## config.mk

```make
export PLATFORM = sky130hd
export DESIGN_NAME = chip_io
export DESIGN_NICKNAME = d
export VERILOG_FILES = /design/src/common/pad_pkg.sv /design/src/common/pad_ctrl_if.sv /design/src/mprj/mprj_io_ring.sv /design/src/verilog/chip_io.sv /design/src/verilog/pad_bank.sv /design/src/verilog/xres_filter.sv
export SDC_FILE = /design/constraint.sdc
export NUM_CORES = 1
export LEC_CHECK = 0
export BUFFER_PORTS_ARGS = -buffer_cell sky130_fd_sc_hd__buf_2
export CORE_AREA = 2 2 217 219
export DETAILED_ROUTE_END_ITERATION = 8
export DIE_AREA = 0 0 219 221
export PLACE_DENSITY = 0.52
export SLEW_MARGIN = 0
export SYNTH_ARGS = -nofsm -noshare
export SYNTH_HDL_FRONTEND = slang
export SYNTH_SLANG_ARGS = --single-unit
```

## constraint.sdc

```tcl
create_clock -name clk -period 2 [get_ports clk]
set_clock_uncertainty 0.15 [all_clocks]
set_input_delay 0.2 -clock clk [delete_from_list [all_inputs] [get_ports clk]]
set_output_delay 0.2 -clock clk [all_outputs]
set_load 0.01 [all_outputs]
```

## src/common/pad_pkg.sv

```systemverilog
package pad_pkg;

	// Drive mode of one pad as the core sets it
	// Codes not listed here behave like PAD_DM_OFF
	typedef enum logic [2:0] {
		PAD_DM_OFF         = 3'b000,
		PAD_DM_INPUT       = 3'b001,
		PAD_DM_OPEN_DRAIN  = 3'b100,
		PAD_DM_STRONG      = 3'b110,
		PAD_DM_STRONG_SLOW = 3'b111
	} pad_dm_e;

	// Mode bits per pad in a packed mode vector
	localparam int DM_BITS = $bits(pad_dm_e);

	// GPIO bank pin count
	localparam int GPIO_PADS = 16;

	// Quad-SPI flash data pins
	localparam int FLASH_IO_PADS = 4;

	// Default user-project pad count
	localparam int MPRJ_IO_PADS = 32;

	// Stable cycles the external reset must hold before porb follows it
	localparam int XRES_FILTER_CYCLES = 8;

endpackage

```

## src/common/pad_ctrl_if.sv

```systemverilog
`timescale 1ns/10ps

// Core-side controls of one pad bank and the input data it returns
interface pad_ctrl_if #(
	parameter int WIDTH = 1
);

	logic [WIDTH-1:0] out;
	logic [WIDTH-1:0] oeb;
	logic [WIDTH-1:0] ieb;
	// Pad i takes bits [DM_BITS*i +: DM_BITS] of the packed modes
	logic [WIDTH*pad_pkg::DM_BITS-1:0] dm;
	logic [WIDTH-1:0] in;

	modport core (
		output out,
		output oeb,
		output ieb,
		output dm,
		input  in
	);

	modport pad (
		input  out,
		input  oeb,
		input  ieb,
		input  dm,
		output in
	);

endinterface

```

## src/mprj/mprj_io_ring.sv

```systemverilog
`timescale 1ns/10ps

module mprj_io_ring #(
	parameter int PADS        = 32,
	parameter int SYNC_STAGES = 2
) (
	input  logic                             clk,
	input  logic                             rst_n,
	input  logic [PADS-1:0]                  ext,
	input  logic [PADS-1:0]                  io_out,
	input  logic [PADS-1:0]                  io_oeb,
	input  logic [PADS-1:0]                  hldh_n,
	input  logic [PADS-1:0]                  enh,
	input  logic [PADS-1:0]                  inp_dis,
	input  logic [PADS*pad_pkg::DM_BITS-1:0] dm,
	output logic [PADS-1:0]                  pad_out,
	output logic [PADS-1:0]                  pad_oe,
	output logic [PADS-1:0]                  io_in
);

	localparam int DMW = pad_pkg::DM_BITS;

	// Values captured while hold is released
	logic [PADS-1:0]     hold_out;
	logic [PADS-1:0]     hold_oeb;
	logic [PADS-1:0]     hold_enh;
	logic [PADS*DMW-1:0] hold_dm;

	// Live or held set as chosen per pad
	logic [PADS-1:0]     sel_out;
	logic [PADS-1:0]     sel_oeb;
	logic [PADS-1:0]     sel_enh;
	logic [PADS*DMW-1:0] sel_dm;

	pad_ctrl_if #(.WIDTH(PADS)) ring_ctrl ();

	always_ff @(posedge clk) begin
		if (!rst_n) begin
			hold_out <= '0;
			hold_oeb <= '1;
			hold_enh <= '0;
			hold_dm  <= {PADS{pad_pkg::PAD_DM_OFF}};
		end else begin
			for (int i = 0; i < PADS; i++) begin
				if (hldh_n[i]) begin
					hold_out[i]          <= io_out[i];
					hold_oeb[i]          <= io_oeb[i];
					hold_enh[i]          <= enh[i];
					hold_dm[DMW*i +: DMW] <= dm[DMW*i +: DMW];
				end
			end
		end
	end

	always_comb begin
		for (int i = 0; i < PADS; i++) begin
			sel_out[i]           = hldh_n[i] ? io_out[i] : hold_out[i];
			sel_oeb[i]           = hldh_n[i] ? io_oeb[i] : hold_oeb[i];
			sel_enh[i]           = hldh_n[i] ? enh[i] : hold_enh[i];
			sel_dm[DMW*i +: DMW] = hldh_n[i] ? dm[DMW*i +: DMW] : hold_dm[DMW*i +: DMW];
			// A disabled pad is parked in mode off
			ring_ctrl.dm[DMW*i +: DMW] = sel_enh[i] ? sel_dm[DMW*i +: DMW]
				: pad_pkg::PAD_DM_OFF;
		end
	end

	assign ring_ctrl.out = sel_out;
	assign ring_ctrl.oeb = sel_oeb;
	assign ring_ctrl.ieb = inp_dis;

	pad_bank #(
		.WIDTH       (PADS),
		.SYNC_STAGES (SYNC_STAGES)
	) i_pads (
		.clk     (clk),
		.rst_n   (rst_n),
		.ctrl    (ring_ctrl.pad),
		.ext     (ext),
		.pad_out (pad_out),
		.pad_oe  (pad_oe)
	);

	assign io_in = ring_ctrl.in;

endmodule

```

## src/verilog/chip_io.sv

```systemverilog
`timescale 1ns/10ps

module chip_io #(
	parameter int GPIO_SYNC     = 2,
	parameter int FLASH_SYNC    = 1,
	parameter int MPRJ_SYNC     = 2,
	parameter int MPRJ_PADS     = pad_pkg::MPRJ_IO_PADS,
	parameter int FILTER_CYCLES = pad_pkg::XRES_FILTER_CYCLES
) (
	input  logic                                  clk,
	input  logic                                  rst_n,
	// GPIO bank
	input  logic [pad_pkg::GPIO_PADS-1:0]         gpio_ext,
	input  logic [pad_pkg::GPIO_PADS-1:0]         gpio_out_core,
	input  logic [pad_pkg::GPIO_PADS-1:0]         gpio_mode0_core,
	input  logic [pad_pkg::GPIO_PADS-1:0]         gpio_mode1_core,
	input  logic [pad_pkg::GPIO_PADS-1:0]         gpio_outenb_core,
	input  logic [pad_pkg::GPIO_PADS-1:0]         gpio_inenb_core,
	output logic [pad_pkg::GPIO_PADS-1:0]         gpio_pad_out,
	output logic [pad_pkg::GPIO_PADS-1:0]         gpio_pad_oe,
	output logic [pad_pkg::GPIO_PADS-1:0]         gpio_in_core,
	// Flash data pads
	input  logic [pad_pkg::FLASH_IO_PADS-1:0]     flash_io_ext,
	input  logic [pad_pkg::FLASH_IO_PADS-1:0]     flash_io_do_core,
	input  logic [pad_pkg::FLASH_IO_PADS-1:0]     flash_io_oeb_core,
	input  logic [pad_pkg::FLASH_IO_PADS-1:0]     flash_io_ieb_core,
	output logic [pad_pkg::FLASH_IO_PADS-1:0]     flash_io_pad_out,
	output logic [pad_pkg::FLASH_IO_PADS-1:0]     flash_io_pad_oe,
	output logic [pad_pkg::FLASH_IO_PADS-1:0]     flash_io_di_core,
	// External reset
	input  logic                                  rstb_ext,
	output logic                                  porb,
	// User-project ring
	input  logic [MPRJ_PADS-1:0]                  mprj_ext,
	input  logic [MPRJ_PADS-1:0]                  mprj_io_out,
	input  logic [MPRJ_PADS-1:0]                  mprj_io_oeb,
	input  logic [MPRJ_PADS-1:0]                  mprj_io_hldh_n,
	input  logic [MPRJ_PADS-1:0]                  mprj_io_enh,
	input  logic [MPRJ_PADS-1:0]                  mprj_io_inp_dis,
	input  logic [MPRJ_PADS*pad_pkg::DM_BITS-1:0] mprj_io_dm,
	output logic [MPRJ_PADS-1:0]                  mprj_pad_out,
	output logic [MPRJ_PADS-1:0]                  mprj_pad_oe,
	output logic [MPRJ_PADS-1:0]                  mprj_io_in
);

	localparam int DMW = pad_pkg::DM_BITS;

	pad_ctrl_if #(.WIDTH(pad_pkg::GPIO_PADS))     gpio_ctrl ();
	pad_ctrl_if #(.WIDTH(pad_pkg::FLASH_IO_PADS)) flash_ctrl ();

	assign gpio_ctrl.out = gpio_out_core;
	assign gpio_ctrl.oeb = gpio_outenb_core;
	assign gpio_ctrl.ieb = gpio_inenb_core;
	assign gpio_in_core  = gpio_ctrl.in;

	assign flash_ctrl.out = flash_io_do_core;
	assign flash_ctrl.oeb = flash_io_oeb_core;
	assign flash_ctrl.ieb = flash_io_ieb_core;
	assign flash_io_di_core = flash_ctrl.in;

	// Two GPIO mode bits widen to the pad code as {mode1, mode1, mode0}
	// Flash mode follows the enables as {ieb, ieb, oeb}
	generate
		for (genvar i = 0; i < pad_pkg::GPIO_PADS; i++) begin : g_gpio_dm
			assign gpio_ctrl.dm[DMW*i +: DMW] =
				{gpio_mode1_core[i], gpio_mode1_core[i], gpio_mode0_core[i]};
		end
		for (genvar i = 0; i < pad_pkg::FLASH_IO_PADS; i++) begin : g_flash_dm
			assign flash_ctrl.dm[DMW*i +: DMW] =
				{flash_io_ieb_core[i], flash_io_ieb_core[i], flash_io_oeb_core[i]};
		end
	endgenerate

	pad_bank #(
		.WIDTH       (pad_pkg::GPIO_PADS),
		.SYNC_STAGES (GPIO_SYNC)
	) i_gpio (
		.clk     (clk),
		.rst_n   (rst_n),
		.ctrl    (gpio_ctrl.pad),
		.ext     (gpio_ext),
		.pad_out (gpio_pad_out),
		.pad_oe  (gpio_pad_oe)
	);

	pad_bank #(
		.WIDTH       (pad_pkg::FLASH_IO_PADS),
		.SYNC_STAGES (FLASH_SYNC)
	) i_flash (
		.clk     (clk),
		.rst_n   (rst_n),
		.ctrl    (flash_ctrl.pad),
		.ext     (flash_io_ext),
		.pad_out (flash_io_pad_out),
		.pad_oe  (flash_io_pad_oe)
	);

	xres_filter #(
		.FILTER_CYCLES (FILTER_CYCLES)
	) i_xres (
		.clk   (clk),
		.rst_n (rst_n),
		.rstb  (rstb_ext),
		.porb  (porb)
	);

	mprj_io_ring #(
		.PADS        (MPRJ_PADS),
		.SYNC_STAGES (MPRJ_SYNC)
	) i_mprj (
		.clk     (clk),
		.rst_n   (rst_n),
		.ext     (mprj_ext),
		.io_out  (mprj_io_out),
		.io_oeb  (mprj_io_oeb),
		.hldh_n  (mprj_io_hldh_n),
		.enh     (mprj_io_enh),
		.inp_dis (mprj_io_inp_dis),
		.dm      (mprj_io_dm),
		.pad_out (mprj_pad_out),
		.pad_oe  (mprj_pad_oe),
		.io_in   (mprj_io_in)
	);

endmodule

```

## src/verilog/pad_bank.sv

```systemverilog
`timescale 1ns/10ps

module pad_bank #(
	parameter int WIDTH       = 1,
	parameter int SYNC_STAGES = 2
) (
	input  logic             clk,
	input  logic             rst_n,
	pad_ctrl_if.pad          ctrl,
	input  logic [WIDTH-1:0] ext,
	output logic [WIDTH-1:0] pad_out,
	output logic [WIDTH-1:0] pad_oe
);

	// Mode decode results per pad
	logic [WIDTH-1:0] drive_en;
	logic [WIDTH-1:0] in_en;

	logic [WIDTH-1:0] pad_level;
	logic [WIDTH-1:0] raw_in;

	always_comb begin
		pad_pkg::pad_dm_e mode;

		drive_en = '0;
		in_en    = '0;
		for (int i = 0; i < WIDTH; i++) begin
			mode = pad_pkg::pad_dm_e'(ctrl.dm[pad_pkg::DM_BITS*i +: pad_pkg::DM_BITS]);
			case (mode)
				pad_pkg::PAD_DM_INPUT: begin
					in_en[i] = 1'b1;
				end
				// Open drain only ever pulls low
				pad_pkg::PAD_DM_OPEN_DRAIN: begin
					in_en[i]    = 1'b1;
					drive_en[i] = ~ctrl.out[i];
				end
				pad_pkg::PAD_DM_STRONG,
				pad_pkg::PAD_DM_STRONG_SLOW: begin
					in_en[i]    = 1'b1;
					drive_en[i] = 1'b1;
				end
				default: begin
					in_en[i]    = 1'b0;
					drive_en[i] = 1'b0;
				end
			endcase
		end
	end

	// Output disable overrides any drive mode
	assign pad_oe  = drive_en & ~ctrl.oeb;
	assign pad_out = ctrl.out;

	// Our own drive wins over the board value on the pad
	assign pad_level = (pad_oe & ctrl.out) | (~pad_oe & ext);

	// Input buffer is off when disabled or in mode off
	assign raw_in = pad_level & in_en & ~ctrl.ieb;

	generate
		if (SYNC_STAGES == 0) begin : g_no_sync
			assign ctrl.in = raw_in;
		end else begin : g_sync
			logic [WIDTH-1:0] sync_q [SYNC_STAGES];

			always_ff @(posedge clk) begin
				if (!rst_n) begin
					for (int s = 0; s < SYNC_STAGES; s++) begin
						sync_q[s] <= '0;
					end
				end else begin
					sync_q[0] <= raw_in;
					for (int s = 1; s < SYNC_STAGES; s++) begin
						sync_q[s] <= sync_q[s-1];
					end
				end
			end

			assign ctrl.in = sync_q[SYNC_STAGES-1];
		end
	endgenerate

endmodule

```

## src/verilog/xres_filter.sv

```systemverilog
`timescale 1ns/10ps

module xres_filter #(
	parameter int FILTER_CYCLES = 8
) (
	input  logic clk,
	input  logic rst_n,
	input  logic rstb,
	output logic porb
);

	// Counter wide enough to reach FILTER_CYCLES
	localparam int CNT_W = $clog2(FILTER_CYCLES + 1);

	// Two flops bring the board pin into the clock domain
	logic [1:0] rstb_sync;

	logic [CNT_W-1:0] stable_cnt;
	logic             level_differs;
	logic             count_done;

	assign level_differs = rstb_sync[1] ^ porb;
	assign count_done    = (stable_cnt == CNT_W'(FILTER_CYCLES - 1));

	always_ff @(posedge clk) begin
		if (!rst_n) begin
			rstb_sync <= 2'b00;
		end else begin
			rstb_sync <= {rstb_sync[0], rstb};
		end
	end

	// Persistence filter
	// porb only follows a level that stays put for FILTER_CYCLES cycles
	always_ff @(posedge clk) begin
		if (!rst_n) begin
			stable_cnt <= '0;
			porb       <= 1'b0;
		end else if (!level_differs) begin
			// Glitch ended early so the count starts over
			stable_cnt <= '0;
		end else if (count_done) begin
			porb       <= rstb_sync[1];
			stable_cnt <= '0;
		end else begin
			stable_cnt <= stable_cnt + 1'b1;
		end
	end

endmodule
```

After elaboration in Yosys (flattened, before gate mapping) --
Memory sizes are Yosys's and may differ from the RTL's. Cells that the tools add are included.
Cells by class: $add $sub $neg 1, equality and inequality tests 209, multiplexer cells 272, bitwise operators 86, reduce and logical (&&, ||, !) cells 107
Operators with widths (count):
- $eq A3 B3 Y1 const B | 156
- $reduce_or A4 Y1 | 53
- $mux W3 | 64
- $and A32 B32 Y32 | 5
- $eq A3 B1 Y1 const B | 52
- $mux W1 | 151
- $pmux W1 S2 | 52
- $reduce_or A2 Y1 | 52
- $not A32 Y32 | 3
- $and A16 B16 Y16 | 5
- $mux W32 | 2
- $not A1 Y1 | 54
- $not A16 Y16 | 3
- $mux W16 | 2
- $or A32 B32 Y32 | 1
- $and A4 B4 Y4 | 5
- $or A16 B16 Y16 | 1
- $not A4 Y4 | 3
- $add A4 B1 Y4 const B | 1
- $eq A4 B3 Y1 const B | 1
- $mux W4 | 1
- $or A1 B1 Y1 | 4
- $or A4 B4 Y4 | 1
- $reduce_or A3 Y1 | 1
- 2 further kinds | 2
Storage, ports and cells: register bits after elaboration 199, RAM bits 100, input bits 403, output and inout bits 157, logic and storage cells 685, memories kept 3
Memories:
- i_mprj.i_pads.g_sync.sync_q | words 2, bits a word 32, rd ports 2, clocked after memory_dff 0, wr ports 2, RTL line pad_bank.sv:65 | logic [WIDTH-1:0] sync_q [SYNC_STAGES];
- i_gpio.g_sync.sync_q | words 2, bits a word 16, rd ports 2, clocked after memory_dff 0, wr ports 2, RTL line pad_bank.sv:65
- i_flash.g_sync.sync_q | words 1, bits a word 4, rd ports 1, clocked after memory_dff 0, wr ports 1, RTL line pad_bank.sv:65

Depth between registers and ports, before layout --
depth after elaboration 12, gate-level depth with buffers 5, gate-level depth less buffers 5

By module --
A second synthesis with hierarchy kept.
Unflattened totals: cell total of the unflattened synthesis 1781, area total of the unflattened synthesis 15341.0 sq um
Modules (own cells, without submodules):
- mprj_io_ring | times used 1, cells each 914, area an instance 8418.1 sq um, seq. area each 3843.7 sq um
- pad_bank (i_mprj.i_pads) | times used 1, cells each 531, area an instance 4179.0 sq um, seq. area each 1281.2 sq um
- pad_bank (i_gpio) | times used 1, cells each 266, area an instance 2102.0 sq um, seq. area each 640.6 sq um
- pad_bank (i_flash) | times used 1, cells each 47, area an instance 394.1 sq um, seq. area each 80.1 sq um
- xres_filter | times used 1, cells each 23, area an instance 247.7 sq um, seq. area each 140.1 sq um

Worst setup path after synthesis --
OpenSTA, ideal clock, no wires.
kind input to register, from input port mprj_io_hldh_n[31], to memory i_mprj.i_pads.g_sync.sync_q[0][31] (netlist name), setup time 0.118 ns, arrival 1.239 ns, path slack 0.493 ns, stages 4, cells stage by stage buf_2 mux2_2 or3_1 o2111a_1
RTL lines:
- from (decl) | RTL line chip_io.sv:37 | input logic [MPRJ_PADS-1:0] mprj_io_hldh_n,
- to (decl) | RTL line pad_bank.sv:65

Final worst setup path --
from register i_mprj.hold_dm[74], to output port mprj_pad_oe[24]
Between the ends: word-level cells in the longest chain between the ends 6
RTL lines:
- from (decl) | RTL line mprj_io_ring.sv:27 | logic [PADS*DMW-1:0] hold_dm;
- from (signal assigned) | RTL line mprj_io_ring.sv:42 | hold_dm <= {PADS{pad_pkg::PAD_DM_OFF}};
- from (signal, indexed assignment) | RTL line mprj_io_ring.sv:49 | hold_dm[DMW*i +: DMW] <= dm[DMW*i +: DMW];
- $mux W3 *
- $mux W3 * | RTL line mprj_io_ring.sv:62 | ring_ctrl.dm[DMW*i +: DMW] = sel_enh[i] ? sel_dm[DMW*i +: DMW]
- $eq A3 B3 Y1 | RTL line pad_bank.sv:29 | case (mode)
- $reduce_or A2 Y1 | RTL line pad_bank.sv:29
- $pmux W1 S2 * | RTL line pad_bank.sv:29
- $and A32 B32 Y32 * | RTL line pad_bank.sv:52 | assign pad_oe = drive_en & ~ctrl.oeb;
- to (decl) | RTL line chip_io.sv:42 | output logic [MPRJ_PADS-1:0] mprj_pad_oe,
Every way passes the cells marked *; elsewhere a longest branch is shown, timed or not.

==> impl_metrics.py <==
metrics = {
    "worst_setup_path": {
        "crit_fanout": 2,
        "timing.critical_path.to_type": "primary output",
        "arrival_ns": 1.69,
        "category_of_the_critical_setup_timing_path": "reg -> out",
        "timing.critical_path.required_ns": 1.65,
        "r2r.worst_path.cells": 5,
        "timing.critical_path.from_type": "flop",
    },
    "finish": {
        "post-route-util": 0.513,
        "final_net_count": 2830,
        "final_layout_size_suffix_gt1_frac": 0.331,
        "synthToLayoutAreaGrowth_pct": 70.4,
        "final_common_cell": "sky130_fd_sc_hd__buf_2",
        "final_area_mm2": 0.0236,
        "final_cell_mix": "sky130_fd_sc_hd__buf_2, sky130_fd_sc_hd__dlygate4sd3_1, sky130_fd_sc_hd__dfxtp_1",
    },
    "yosys": {
        "async_reset_ff_frac": 0,
        "synth_top_flop_cell": "sky130_fd_sc_hd__dfxtp_1",
        "ys_seq_area_frac": 0.432,
        "synth_cells": 1432,
        "synth.avg_cell_area_um2": 9.68,
        "synthDistinctLibCells": 52,
        "synth_edf_count": 0,
        "ys_ff_latch": 299,
        "synthesis.yosys.warnings": 0,
        "synth_nets": 1836,
        "synth_area_mm2": 0.0139,
    },
    "power_and_ir_drop": {
        "total_power_w": 0.0163,
        "power.density_cell_area_mw_per_mm2": 691,
        "p_leak_nw": 10.8,
        "vdd_drop_max_uv": 621,
    },
    "route": {
        "first_iter_violations": 588,
        "avgRoutedWirePerCell_um": 15.7,
        "detail_route.drc_violations": 0,
        "num_vias": 14184,
        "ant_nets": 0,
        "totalWireLength_um": 48200,
        "route.detailed.vias_per_inst": 4.63,
        "tritonroute_pass_1_iters": 5,
        "highest-signal-layer": "met5",
        "drt-met1-wl_um": 20000,
        "amount_of_wire_on_met2_after_detailed_routing_um": 23900,
        "wl_met3_um": 3170,
    },
    "die": {
        "fp.coreArea_mm2": 0.0461,
        "die_x_um": 219,
        "io-pin-count": 560,
        "die_h_um": 221,
        "number_of_standard_cell_rows_in_the_floorplan": 79,
        "dieArea_mm2": 0.0484,
        "initial_util": 0.301,
    },
    "sta": {
        "rsz0062_at_grt": "true",
        "slew_headroom": 0.650,
        "final.min_clock_period_ns": 2.04,
        "maxSlewViolCount": 0,
        "setup-violations-final": 4,
        "final.setup.tns_ns": -0.0921,
        "fmaxAchievable_mhz": 490,
        "period_share": 1.02,
        "timing_hold_violations_final": 0,
        "worst_pin_slew_ns": 0.510,
        "setup_slack_ns": -0.0411,
    },
    "placed_design": {
        "place_area_mm2": 0.0167,
        "io_buffers": 551,
        "detailed_place_hpwl_um": 32200,
        "routabilityCongestion": 0.901,
    },
    "grt": {
        "maximum_number_of_pins_on_one_net_before_global_route_repair": 102,
        "globalRouteOverflowTotal": 0,
        "grt_antenna_before_repair": 6,
        "grt_first_pass_wirelength_um": 74100,
        "first_global_vias": 14987,
        "grt_usage": 0.187,
    },
    "clocking": {
        "cts_made_buffers": 38,
        "clock_input_transition_at_the_sequential_cells_of_the_worst_setup_and_hold_paths_ns": 0.06,
        "clock_tree.htree_level_count": 2,
        "worst_skew_pair.late_latency_ns": 0.54,
        "cts_num_sinks": 299,
        "clock_tree_from_tritoncts": "done",
        "clk_path_buf_depth": 3,
        "root_buffer": "sky130_fd_sc_hd__clkbuf_16",
    },
    "outcome": {
        "failed_checks": "setup timing",
        "status": "finished, violations left",
    },
    "min_path": {
        "timing.hold.worst.class": "in -> reg",
        "min_path_cells": 3,
    },
    "flow_run": {
        "maxCapViolations": 0,
    },
}
repair_timing:
item,4_1_cts,5_1_grt
setup endpoints to repair,14,40
cloned,0,0
setup buffers,6,17
pin swaps,14,41
hold buffers,499,5
gates resized for setup,23,93
endpoints found under the hold margin,245,5
logic make-up after synthesis:
kind of cell | count (synthesis) | share of synthesized area
fa+ha+maj | 1 | 0.000903
compound gates | 224 | 0.122
xor+xnor | 34 | 0.0215
flops | 299 | 0.432
mux | 179 | 0.140
simple gates | 531 | 0.212
buf+inv | 164 | 0.0724
cells in the mapped netlist, types with 9 or more instances:
| cell | instances | area (um2) |
|---|---|---|
| sky130_fd_sc_hd__buf_2 | 28 | 140 |
| sky130_fd_sc_hd__nor3_1 | 21 | 105 |
| sky130_fd_sc_hd__nand4bb_1 | 11 | 124 |
| sky130_fd_sc_hd__mux2_2 | 37 | 417 |
| sky130_fd_sc_hd__a32oi_1 | 10 | 87.6 |
| sky130_fd_sc_hd__o22a_1 | 13 | 114 |
| sky130_fd_sc_hd__nand2_1 | 93 | 349 |
| sky130_fd_sc_hd__nand4b_1 | 11 | 96.3 |
| sky130_fd_sc_hd__and2_1 | 72 | 450 |
| sky130_fd_sc_hd__dfxtp_1 | 299 | 5990 |
| sky130_fd_sc_hd__o221a_1 | 18 | 203 |
| sky130_fd_sc_hd__a21oi_1 | 70 | 350 |
| sky130_fd_sc_hd__mux2i_1 | 133 | 1330 |
| sky130_fd_sc_hd__inv_1 | 33 | 124 |
| sky130_fd_sc_hd__o2111a_1 | 10 | 113 |
| sky130_fd_sc_hd__nand2b_1 | 36 | 225 |
| sky130_fd_sc_hd__a211oi_1 | 22 | 165 |
| sky130_fd_sc_hd__nand3_1 | 10 | 50.1 |
| sky130_fd_sc_hd__nor2b_1 | 64 | 400 |
| sky130_fd_sc_hd__buf_4 | 78 | 586 |
| sky130_fd_sc_hd__nor2_1 | 160 | 601 |
| sky130_fd_sc_hd__o21bai_1 | 11 | 82.6 |
| sky130_fd_sc_hd__xnor2_1 | 31 | 272 |
| sky130_fd_sc_hd__o22ai_1 | 37 | 231 |
| sky130_fd_sc_hd__nor4b_2 | 10 | 150 |
| sky130_fd_sc_hd__clkbuf_1 | 14 | 52.6 |
| sky130_fd_sc_hd__nand2b_2 | 9 | 78.8 |
worst paths after layout:
check	start	end	slack, ns
worst min register to register	i_mprj.i_pads.g_sync.sync_q[0][30]$_SDFF_PN0_	i_mprj.i_pads.g_sync.sync_q[0][62]$_SDFF_PN0_	0.28
worst min-delay path	mprj_io_hldh_n[13]	i_mprj.hold_enh[13]$_SDFF_PN0_	0.03
worst max-delay path	i_mprj.hold_dm[74]$_SDFF_PN0_	mprj_pad_oe[24]	-0.04
worst max register to register	i_mprj.hold_dm[76]$_SDFF_PN0_	i_mprj.i_pads.g_sync.sync_q[0][25]$_SDFF_PN0_	0.04
critical path, stage by stage, from the launching register on:
cell and delay [ns]:
sky130_fd_sc_hd__dfxtp_2 0.32, sky130_fd_sc_hd__nor4bb_4 0.28, sky130_fd_sc_hd__o221a_1 0.24, sky130_fd_sc_hd__a21boi_2 0.16, sky130_fd_sc_hd__buf_2 0.15
through the flow:
stage               hold slack (ns)  instances  worst slack, ns
floorplan                     0.126       1432            0.493
global placement              0.217       2476            0.253
detailed placement            0.216       2476            0.242
CTS                        0.000334       3048          -0.0827
global route                 0.0134       3065           -0.134
finish                       0.0254       3065          -0.0411
where the power goes:
part           switching (W)  leakage (nW)  total [W]  internal [W]
clock                0.00267         0.640    0.00701       0.00434
combinational        0.00124          7.73    0.00293       0.00169
sequential          0.000143          2.46    0.00638       0.00623
registers in the layout (all words and copies together), names as in the netlist:
name,cells
i_xres.porb,1
i_xres.rstb_sync,2
i_flash.g_sync.sync_q,4
i_mprj.hold_enh,32
i_mprj.hold_out,32
i_mprj.hold_oeb,32
i_xres.stable_cnt,4
i_gpio.g_sync.sync_q,32
i_mprj.i_pads.g_sync.sync_q,64
i_mprj.hold_dm,96
cell type report:
cell class / count / area [um2]
inverters: 34 / 133
repair buffers: 1084 / 8090
diodes: 5 / 12.5
well taps: 607 / 759
fillers: 4251 / 22500
multi-input cells: 969 / 7290
clock buffers: 57 / 1190
clock inverters: 10 / 106
flip-flops and latches: 299 / 6030
layer usage:
metal  vias to the layer above  global-route usage
li1                       6954                   -
met1                      6751               0.217
met2                       391               0.333
met3                        86              0.0531
met4                         2              0.0534
met5                         -                   0
Power figures use the tool's default switching activity.
